<file path="src/verilog/ecfg_pkg.sv">
`default_nettype none

package ecfg_pkg;

   // ######################################
   // address map
   // ######################################

   // register index field sits in mi_addr[6:2]
   localparam int ecfg_rfaw = 5;              // 32 registers per group

   // group codes matched against mi_addr[19:16]
   localparam logic [3:0] group_base = 4'h0;   // core config block
   localparam logic [3:0] group_tx   = 4'h1;   // transmit block
   localparam logic [3:0] group_rx   = 4'h2;   // receive block

   // ######################################
   // reset values
   // ######################################

   localparam logic [11:0] default_coreid  = 12'h808;  // row 8 and col 2
   localparam logic [15:0] default_version = 16'h0000;

   // packet counter stops here
   localparam logic [15:0] count_max = 16'hffff;

   // ######################################
   // register indices
   // ######################################

   // base block registers
   typedef enum logic [ecfg_rfaw-1:0] {
      el_reset   = 5'd0,   // soft reset bit
      el_clk     = 5'd1,   // clock settings
      el_chipid  = 5'd2,   // core id
      el_version = 5'd3    // version word
   } base_reg_e;

   // tx and rx blocks share this layout
   typedef enum logic [ecfg_rfaw-1:0] {
      link_cfg  = 5'd0,    // enable and mode bits
      link_stat = 5'd1     // counter or error flags
   } link_reg_e;

endpackage

`default_nettype wire

</file>
<file path="src/verilog/ecfg_base.sv">
`default_nettype none

module ecfg_base import ecfg_pkg::*; (
   input  wire logic        mi_clk,
   input  wire logic        hard_reset,     // only reset for the config regs
   input  wire logic        mi_en,
   input  wire logic        mi_we,          // full 32-bit word writes
   input  wire logic [19:0] mi_addr,        // unshifted byte address
   input  wire logic [31:0] mi_din,
   output logic      [31:0] rd_data,        // registered readback
   output logic             soft_reset,
   output logic      [15:0] clk_settings,
   output logic      [3:0]  colid,
   output logic      [3:0]  rowid
);

   // register storage
   logic        reset_reg;
   logic [15:0] clk_reg;
   logic [11:0] coreid_reg;
   logic [15:0] version_reg;

   // decode
   logic        group_hit;
   logic        base_write;
   logic        base_read;
   base_reg_e   reg_idx;

   logic        reset_write;
   logic        clk_write;
   logic        coreid_write;
   logic        version_write;

   // ######################################
   // address decode
   // ######################################

   assign group_hit  = (mi_addr[19:16] == group_base);
   assign base_write = mi_en &  mi_we & group_hit;
   assign base_read  = mi_en & ~mi_we & group_hit;

   // word index within the group
   assign reg_idx = base_reg_e'(mi_addr[ecfg_rfaw+1:2]);

   assign reset_write   = base_write & (reg_idx == el_reset);
   assign clk_write     = base_write & (reg_idx == el_clk);
   assign coreid_write  = base_write & (reg_idx == el_chipid);
   assign version_write = base_write & (reg_idx == el_version);

   // ######################################
   // config registers
   // ######################################

   // soft reset from bit 0 only
   always_ff @(posedge mi_clk) begin
      if (hard_reset) begin
         reset_reg <= 1'b0;
      end else if (reset_write) begin
         reset_reg <= mi_din[0];
      end
   end

   // clock settings for the pll
   always_ff @(posedge mi_clk) begin
      if (hard_reset) begin
         clk_reg <= 16'd0;
      end else if (clk_write) begin
         clk_reg <= mi_din[15:0];
      end
   end

   // core id comes up at the default mesh position
   always_ff @(posedge mi_clk) begin
      if (hard_reset) begin
         coreid_reg <= default_coreid;
      end else if (coreid_write) begin
         coreid_reg <= mi_din[11:0];
      end
   end

   always_ff @(posedge mi_clk) begin
      if (hard_reset) begin
         version_reg <= default_version;
      end else if (version_write) begin
         version_reg <= mi_din[15:0];
      end
   end

   // control outputs straight from the regs
   assign soft_reset   = reset_reg;
   assign clk_settings = clk_reg;
   assign colid        = coreid_reg[5:2];    // column field
   assign rowid        = coreid_reg[11:8];   // row field

   // ######################################
   // readback
   // ######################################

   // one cycle read latency and held until the next base read
   always_ff @(posedge mi_clk) begin
      if (base_read) begin
         case (reg_idx)
            el_reset:   rd_data <= {31'd0, reset_reg};
            el_clk:     rd_data <= {16'd0, clk_reg};       // all 16 bits
            el_chipid:  rd_data <= {20'd0, coreid_reg};
            el_version: rd_data <= {16'd0, version_reg};
            default:    rd_data <= 32'd0;                  // unused index
         endcase
      end
   end

endmodule

`default_nettype wire

</file>
<file path="src/verilog/ecfg_tx.sv">
`default_nettype none

module ecfg_tx import ecfg_pkg::*; (
   input  wire logic        mi_clk,
   input  wire logic        hard_reset,
   input  wire logic        mi_en,
   input  wire logic        mi_we,
   input  wire logic [19:0] mi_addr,
   input  wire logic [31:0] mi_din,
   input  wire logic        tx_pkt,        // one pulse per packet sent
   output logic      [31:0] rd_data,
   output logic             tx_enable,
   output logic      [3:0]  tx_mode
);

   logic        group_hit;
   logic        tx_write;
   logic        tx_read;
   link_reg_e   reg_idx;

   logic        cfg_write;
   logic        stat_write;

   logic        enable_reg;
   logic [3:0]  mode_reg;
   logic [15:0] pkt_count;
   logic        count_full;

   // ######################################
   // address decode
   // ######################################

   assign group_hit = (mi_addr[19:16] == group_tx);
   assign tx_write  = mi_en &  mi_we & group_hit;
   assign tx_read   = mi_en & ~mi_we & group_hit;

   assign reg_idx = link_reg_e'(mi_addr[ecfg_rfaw+1:2]);

   assign cfg_write  = tx_write & (reg_idx == link_cfg);
   assign stat_write = tx_write & (reg_idx == link_stat);   // clears counter

   // ######################################
   // link config
   // ######################################

   // enable in bit 0 and mode in 7:4
   always_ff @(posedge mi_clk) begin
      if (hard_reset) begin
         enable_reg <= 1'b0;
         mode_reg   <= 4'd0;
      end else if (cfg_write) begin
         enable_reg <= mi_din[0];
         mode_reg   <= mi_din[7:4];
      end
   end

   assign tx_enable = enable_reg;
   assign tx_mode   = mode_reg;

   // ######################################
   // packet counter
   // ######################################

   assign count_full = (pkt_count == count_max);

   always_ff @(posedge mi_clk) begin
      if (hard_reset) begin
         pkt_count <= 16'd0;
      end else if (stat_write) begin
         // a packet in the clear cycle still counts
         pkt_count <= {15'd0, tx_pkt};
      end else if (tx_pkt && !count_full) begin
         pkt_count <= pkt_count + 16'd1;
      end
   end

   // ######################################
   // readback
   // ######################################

   always_ff @(posedge mi_clk) begin
      if (tx_read) begin
         case (reg_idx)
            link_cfg:  rd_data <= {24'd0, mode_reg, 3'd0, enable_reg};  // bits in place
            link_stat: rd_data <= {16'd0, pkt_count};  // count before this edge
            default:   rd_data <= 32'd0;
         endcase
      end
   end

endmodule

`default_nettype wire

</file>
<file path="src/verilog/ecfg_rx.sv">
`default_nettype none

module ecfg_rx import ecfg_pkg::*; (
   input  wire logic        mi_clk,
   input  wire logic        hard_reset,
   input  wire logic        mi_en,
   input  wire logic        mi_we,
   input  wire logic [19:0] mi_addr,
   input  wire logic [31:0] mi_din,
   input  wire logic [7:0]  rx_error,      // error pulses from the receiver
   output logic      [31:0] rd_data,
   output logic             rx_enable,
   output logic      [2:0]  rx_mode
);

   logic        group_hit;
   logic        rx_write;
   logic        rx_read;
   link_reg_e   reg_idx;

   logic        cfg_write;
   logic        stat_write;

   logic        enable_reg;
   logic [2:0]  mode_reg;
   logic [7:0]  err_flags;      // sticky
   logic [7:0]  clr_mask;

   // ######################################
   // address decode
   // ######################################

   assign group_hit = (mi_addr[19:16] == group_rx);
   assign rx_write  = mi_en &  mi_we & group_hit;
   assign rx_read   = mi_en & ~mi_we & group_hit;

   assign reg_idx = link_reg_e'(mi_addr[ecfg_rfaw+1:2]);

   assign cfg_write  = rx_write & (reg_idx == link_cfg);
   assign stat_write = rx_write & (reg_idx == link_stat);

   // ######################################
   // link config
   // ######################################

   // enable in bit 0 and mode in 3:1
   always_ff @(posedge mi_clk) begin
      if (hard_reset) begin
         enable_reg <= 1'b0;
         mode_reg   <= 3'd0;
      end else if (cfg_write) begin
         enable_reg <= mi_din[0];
         mode_reg   <= mi_din[3:1];
      end
   end

   assign rx_enable = enable_reg;
   assign rx_mode   = mode_reg;

   // ######################################
   // error status
   // ######################################

   // write one to clear
   assign clr_mask = stat_write ? mi_din[7:0] : 8'd0;

   // new pulse beats a clear in the same cycle
   always_ff @(posedge mi_clk) begin
      if (hard_reset) begin
         err_flags <= 8'd0;
      end else begin
         err_flags <= (err_flags & ~clr_mask) | rx_error;
      end
   end

   // ######################################
   // readback
   // ######################################

   always_ff @(posedge mi_clk) begin
      if (rx_read) begin
         case (reg_idx)
            link_cfg:  rd_data <= {28'd0, mode_reg, enable_reg};
            link_stat: rd_data <= {24'd0, err_flags};
            default:   rd_data <= 32'd0;   // unused index
         endcase
      end
   end

endmodule

`default_nettype wire

</file>
<file path="src/verilog/ecfg_mi_mux.sv">
`default_nettype none

module ecfg_mi_mux import ecfg_pkg::*; (
   input  wire logic        mi_clk,
   input  wire logic        hard_reset,
   input  wire logic        mi_en,
   input  wire logic        mi_we,
   input  wire logic [19:0] mi_addr,      // only the group field matters here
   input  wire logic [31:0] base_data,
   input  wire logic [31:0] tx_data,
   input  wire logic [31:0] rx_data,
   output logic      [31:0] mi_dout
);

   logic       mi_read;
   logic [1:0] rd_sel;      // 2'b11 means no block claimed the read

   assign mi_read = mi_en & ~mi_we;

   // ######################################
   // group of the last read
   // ######################################

   // captured on the same edge the block registers its rd_data
   always_ff @(posedge mi_clk) begin
      if (hard_reset) begin
         rd_sel <= 2'b11;
      end else if (mi_read) begin
         case (mi_addr[19:16])
            group_base: rd_sel <= group_base[1:0];
            group_tx:   rd_sel <= group_tx[1:0];
            group_rx:   rd_sel <= group_rx[1:0];
            default:    rd_sel <= 2'b11;   // unclaimed group
         endcase
      end
   end

   // combined with no extra cycle
   always_comb begin
      case (rd_sel)
         group_base[1:0]: mi_dout = base_data;
         group_tx[1:0]:   mi_dout = tx_data;
         group_rx[1:0]:   mi_dout = rx_data;
         default:         mi_dout = 32'd0;    // reads as zero
      endcase
   end

endmodule

`default_nettype wire

</file>
<file path="src/verilog/ecfg_top.sv">
`default_nettype none

module ecfg_top (
   input  wire logic        mi_clk,
   input  wire logic        hard_reset,
   // simple memory interface
   input  wire logic        mi_en,
   input  wire logic        mi_we,
   input  wire logic [19:0] mi_addr,
   input  wire logic [31:0] mi_din,
   output logic      [31:0] mi_dout,
   // base block controls
   output logic             soft_reset,
   output logic      [15:0] clk_settings,
   output logic      [3:0]  colid,
   output logic      [3:0]  rowid,
   // transmit side
   input  wire logic        tx_pkt,
   output logic             tx_enable,
   output logic      [3:0]  tx_mode,
   // receive side
   input  wire logic [7:0]  rx_error,
   output logic             rx_enable,
   output logic      [2:0]  rx_mode
);

   // per-block registered readback
   logic [31:0] base_data;
   logic [31:0] tx_data;
   logic [31:0] rx_data;

   // ######################################
   // register blocks
   // ######################################

   // every block sees the whole bus and decodes its own group
   ecfg_base base0 (
      .mi_clk       (mi_clk),
      .hard_reset   (hard_reset),
      .mi_en        (mi_en),
      .mi_we        (mi_we),
      .mi_addr      (mi_addr),
      .mi_din       (mi_din),
      .rd_data      (base_data),
      .soft_reset   (soft_reset),
      .clk_settings (clk_settings),
      .colid        (colid),
      .rowid        (rowid)
   );

   ecfg_tx tx0 (
      .mi_clk     (mi_clk),
      .hard_reset (hard_reset),
      .mi_en      (mi_en),
      .mi_we      (mi_we),
      .mi_addr    (mi_addr),
      .mi_din     (mi_din),
      .tx_pkt     (tx_pkt),
      .rd_data    (tx_data),
      .tx_enable  (tx_enable),
      .tx_mode    (tx_mode)
   );

   ecfg_rx rx0 (
      .mi_clk     (mi_clk),
      .hard_reset (hard_reset),
      .mi_en      (mi_en),
      .mi_we      (mi_we),
      .mi_addr    (mi_addr),
      .mi_din     (mi_din),
      .rx_error   (rx_error),
      .rd_data    (rx_data),
      .rx_enable  (rx_enable),
      .rx_mode    (rx_mode)
   );

   // readback combiner
   ecfg_mi_mux mux0 (
      .mi_clk     (mi_clk),
      .hard_reset (hard_reset),
      .mi_en      (mi_en),
      .mi_we      (mi_we),
      .mi_addr    (mi_addr),
      .base_data  (base_data),
      .tx_data    (tx_data),
      .rx_data    (rx_data),
      .mi_dout    (mi_dout)
   );

endmodule

`default_nettype wire

</file>
<file path="config.mk">
export PLATFORM = sky130hd
export DESIGN_NAME = ecfg_top
export DESIGN_NICKNAME = d
export VERILOG_FILES = /design/src/verilog/ecfg_pkg.sv /design/src/verilog/ecfg_base.sv /design/src/verilog/ecfg_tx.sv /design/src/verilog/ecfg_rx.sv /design/src/verilog/ecfg_mi_mux.sv /design/src/verilog/ecfg_top.sv
export SDC_FILE = /design/constraint.sdc
export NUM_CORES = 1
export LEC_CHECK = 0
export BUFFER_PORTS_ARGS = -buffer_cell sky130_fd_sc_hd__buf_2
export CORE_MARGIN = 2
export CORE_UTILIZATION = 30
export CTS_CLUSTER_DIAMETER = 150
export DETAILED_ROUTE_END_ITERATION = 6
export SLEW_MARGIN = 20
export SYNTH_ARGS = -nofsm -noshare
export SYNTH_HDL_FRONTEND = slang
export SYNTH_HIERARCHICAL = 1
export SYNTH_SLANG_ARGS = --single-unit
</file>
<file path="constraint.sdc">
create_clock -name mi_clk -period 3.86 [get_ports mi_clk]
set_input_delay 0.386 -clock mi_clk [delete_from_list [all_inputs] [get_ports mi_clk]]
set_output_delay 0.386 -clock mi_clk [all_outputs]
set_load 0.05 [all_outputs]
</file>
==> summary.md <==
| Metric | Value |
|---|---|
| Max VDD drop | 280.8 µV |
| Cell-by-cell listing of the critical path | mux2i_1 > o2bb2ai_2 > buf_2 |
| Proportion of layout cells with a drive suffix above 1 | 0.2870 |
| Root buffer cell | clkbuf_16 |
| DRT Wirelength | 15670 µm |
| GPL Wtd Cong | 0.8010 |
| Number of global-route vias before repair | 4343 |
| CP Data Required Time | 3470 ps |
| Synthesis Warnings | 6 |
| Pleak | roughly 3.4 nW |
| First-pass GRT wire length | 24340 µm |
| Die width | 156.5 µm |
| Hold Fails Final Rpt | 0 |
| Most used DFF post-synth | dfxtp_1 |
| Distinct cell type count after synthesis | 61 |
| Mapped cell area | 6980 µm² |
| FMAX | 393.9 MHz |
| CTS tree | done |
| Post-synthesis sequential area ratio | 0.4015 |
| Synth Register Bits | 120 |
| Max-Cap Viols | 0 |
| Total power | 0.003161 W |
| Slowest CP cell | dfxtp_2 |
| Area Overhead vs Synth | 12.73% |
| Largest delay share family, worst path | flip-flops |
| Die height | about 160 µm |
| CP Class | reg -> out |
| Worst-Margin Slew | 1046 ps |
| All-layer global routing usage | 0.1304 |
| CP Max Fanout | 34 |
| Max Root-Sink Buffers | 2 |
| Crit path time final | 2539 ps |
| First-pass iteration count of the detailed router | 4 |
| End-of-flow core utilization | 0.3465 |
| Cells after Synth | 613 |
| Worst-Skew Late Latency | 410 ps |
| Critical path's largest stage delay | approximately 1000 ps |
| Via count | roughly 4500 |
| Cell Area, Placed | about 7200 µm² |
| Clk sinks | 120 |
| DRC violations left | 0 |
| Worst-path clk slew | 50 ps |
| Post-DRT Antenna Nets | 0 |
| Slew Viols, Final | 0 |
| Vias per inst | 4.602 |
| Dpl hpwl | between 10000 and 15000 µm |
| Ant diodes | 0 |
| Hold-fix buffers, CTS | 0 |
| CTS Buf Count | 17 |
| Port bufs | 87 |
| Initial antenna violation count | 1 |
| Post-CTS setup buffer count | 0 |
| Mean Syn Cell Area | 11.39 µm² |
| Total gr overflow | 0 |
| Routed WL per cell | approximately 16 µm |
| Min-delay worst type | in -> reg |
| Worst Setup Start Kind | register |
| Worst clock skew | just over 5 ps |
| CTS H-tree depth | 4 |
| Post-synth EDFFs | 40 |
| WP data arrival | ~2200 ps |
| Pwr Density | 401.7 nW/µm² |
| Final Setup Violations | 0 |
| RSZ-0062 raised after global routing | no |
| Post-CTS resize count | 0 |
| Endpoint class of the critical path | output pin |
| DRT iter0 DRCs | 262 |
| Top-Level Pins | around 130 |
| Async S/R FF share, synth | 0 |
| Final design instance area without fill | 7869 µm² |
| Slew HR | 0.3030 |
| Final setup TNS | 0 ps |
| Buf+Inv Stages, Crit Path | 1 |
| Core box area | 22710 µm² |
| Status | finished clean |
| Die area | 24500 µm² |
| Largest net degree at the start of global routing | 84 |
| Row cnt | 55 |
| Tcrit/Tclk final | 0.6578 |
| Final-stage net count | 743 |
| Starting Density | 0.3074 |
worst register-to-register path: cells and delay by family, from the launching register on:
family,cells,cell delay (ps)
AO/OA/AOI/OAI,2,1100
AND/OR/NAND/NOR,1,190
XOR/XNOR,1,120
flip-flops,1,420
adder cells (fa/ha/maj),1,270
per-stage QoR:
stage | hold WS (ps) | std cells | worst slack [ps]
after floorplan | 442.9 | 666 | 1800
after global placement | 455.4 | 942 | 1328
after detailed placement | 461.9 | 942 | 1310
after CTS | 191.5 | 974 | 867.6
after global routing | 207.5 | 975 | 1159
final | 209.5 | 975 | 1321
Yosys cell counts, types with 3 or more instances:
cell type | count | area share
nor4_4 | 5 | 0.015
nand3_1 | 3 | 0.0022
o21ai_1 | 4 | 0.0029
o2bb2ai_2 | 30 | 0.065
or4_1 | 5 | 0.0054
nand2_1 | 11 | 0.0059
or2b_2 | 8 | 0.010
nor3b_2 | 10 | 0.018
clkbuf_1 | 11 | 0.0059
buf_2 | 7 | 0.0050
and2_1 | 6 | 0.0054
buf_4 | 65 | 0.070
conb_1 | 3 | 0.0016
nand2b_1 | 60 | 0.054
dfxtp_1 | 80 | 0.23
mux2i_1 | 90 | 0.13
buf_12 | 4 | 0.011
nand4_1 | 3 | 0.0027
a311oi_1 | 8 | 0.010
nand4_2 | 3 | 0.0054
and3_2 | 3 | 0.0032
and3_1 | 14 | 0.013
nor2_1 | 28 | 0.015
o31ai_1 | 4 | 0.0043
a21oi_1 | 11 | 0.0079
inv_1 | 11 | 0.0059
o21ai_0 | 3 | 0.0022
buf_6 | 12 | 0.019
nor4_1 | 3 | 0.0027
a221o_1 | 11 | 0.016
edfxtp_1 | 40 | 0.17
nor3b_1 | 3 | 0.0032
or3_1 | 6 | 0.0054
a22o_1 | 13 | 0.016
path summary, 6_finish.rpt:
kind | start | to | slack (ps) | cells after the start
worst max-delay path | mux0/rd_sel[0] | mi_dout[10] | 1320 | 3
worst min-delay path | mi_din[1] | rx0/err_flags[1] | 210 | 2
worst max register to register | tx0/pkt_count[0] | tx0/pkt_count[0] | 1670 | 5
worst min register to register | base0/coreid_reg[0] | base0/coreid_reg[0] | 470 | 2
area by class of cell:
cell class              count  area [µm²]
clock buffers              27       546.8
clock inverters             5       76.32
fillers                  2267       14840
inverters                  11       41.29
multi-input cells         433        3542
flip-flops and latches    120        2805
well taps                 285       356.6
repair buffers             94       500.5
report_power, final:
| part | internal [W] | switching (W) |
|---|---|---|
| clock network | 0.00110 | 0.000544 |
| logic | 0.0000661 | 0.000131 |
| registers | 0.00131 | 0.0000104 |
| total | 0.00248 | 0.000686 |
per-layer routing:
layer | track usage | part of all wire
met1 | 0.1792 | 0.49
met3 | 0.03849 | 0.055
met5 | 0 | 0.00083
met2 | 0.2018 | 0.44
met4 | 0.03014 | 0.0093
cell usage in the layout (no fill, tap or decap), types with 13 or more instances in the layout:
master and n:
edfxtp_1 40, conb_1 56, and3_1 14, o2bb2ai_2 30, nor2_1 28, dfxtp_1 78
nand2b_1 60, a22o_1 13, mux2i_1 90, buf_2 87, clkbuf_16 20
cells by family after synthesis:
family,Yosys count,share of synthesized area
compound gates,92,0.1391
xor+xnor,2,0.003586
fa+ha+maj,1,0.001792
buf+inv,113,0.1196
flops,120,0.4015
mux,91,0.1328
other cells,3,0.001613
simple gates,191,0.2000
(Power assumes the default switching activity.)
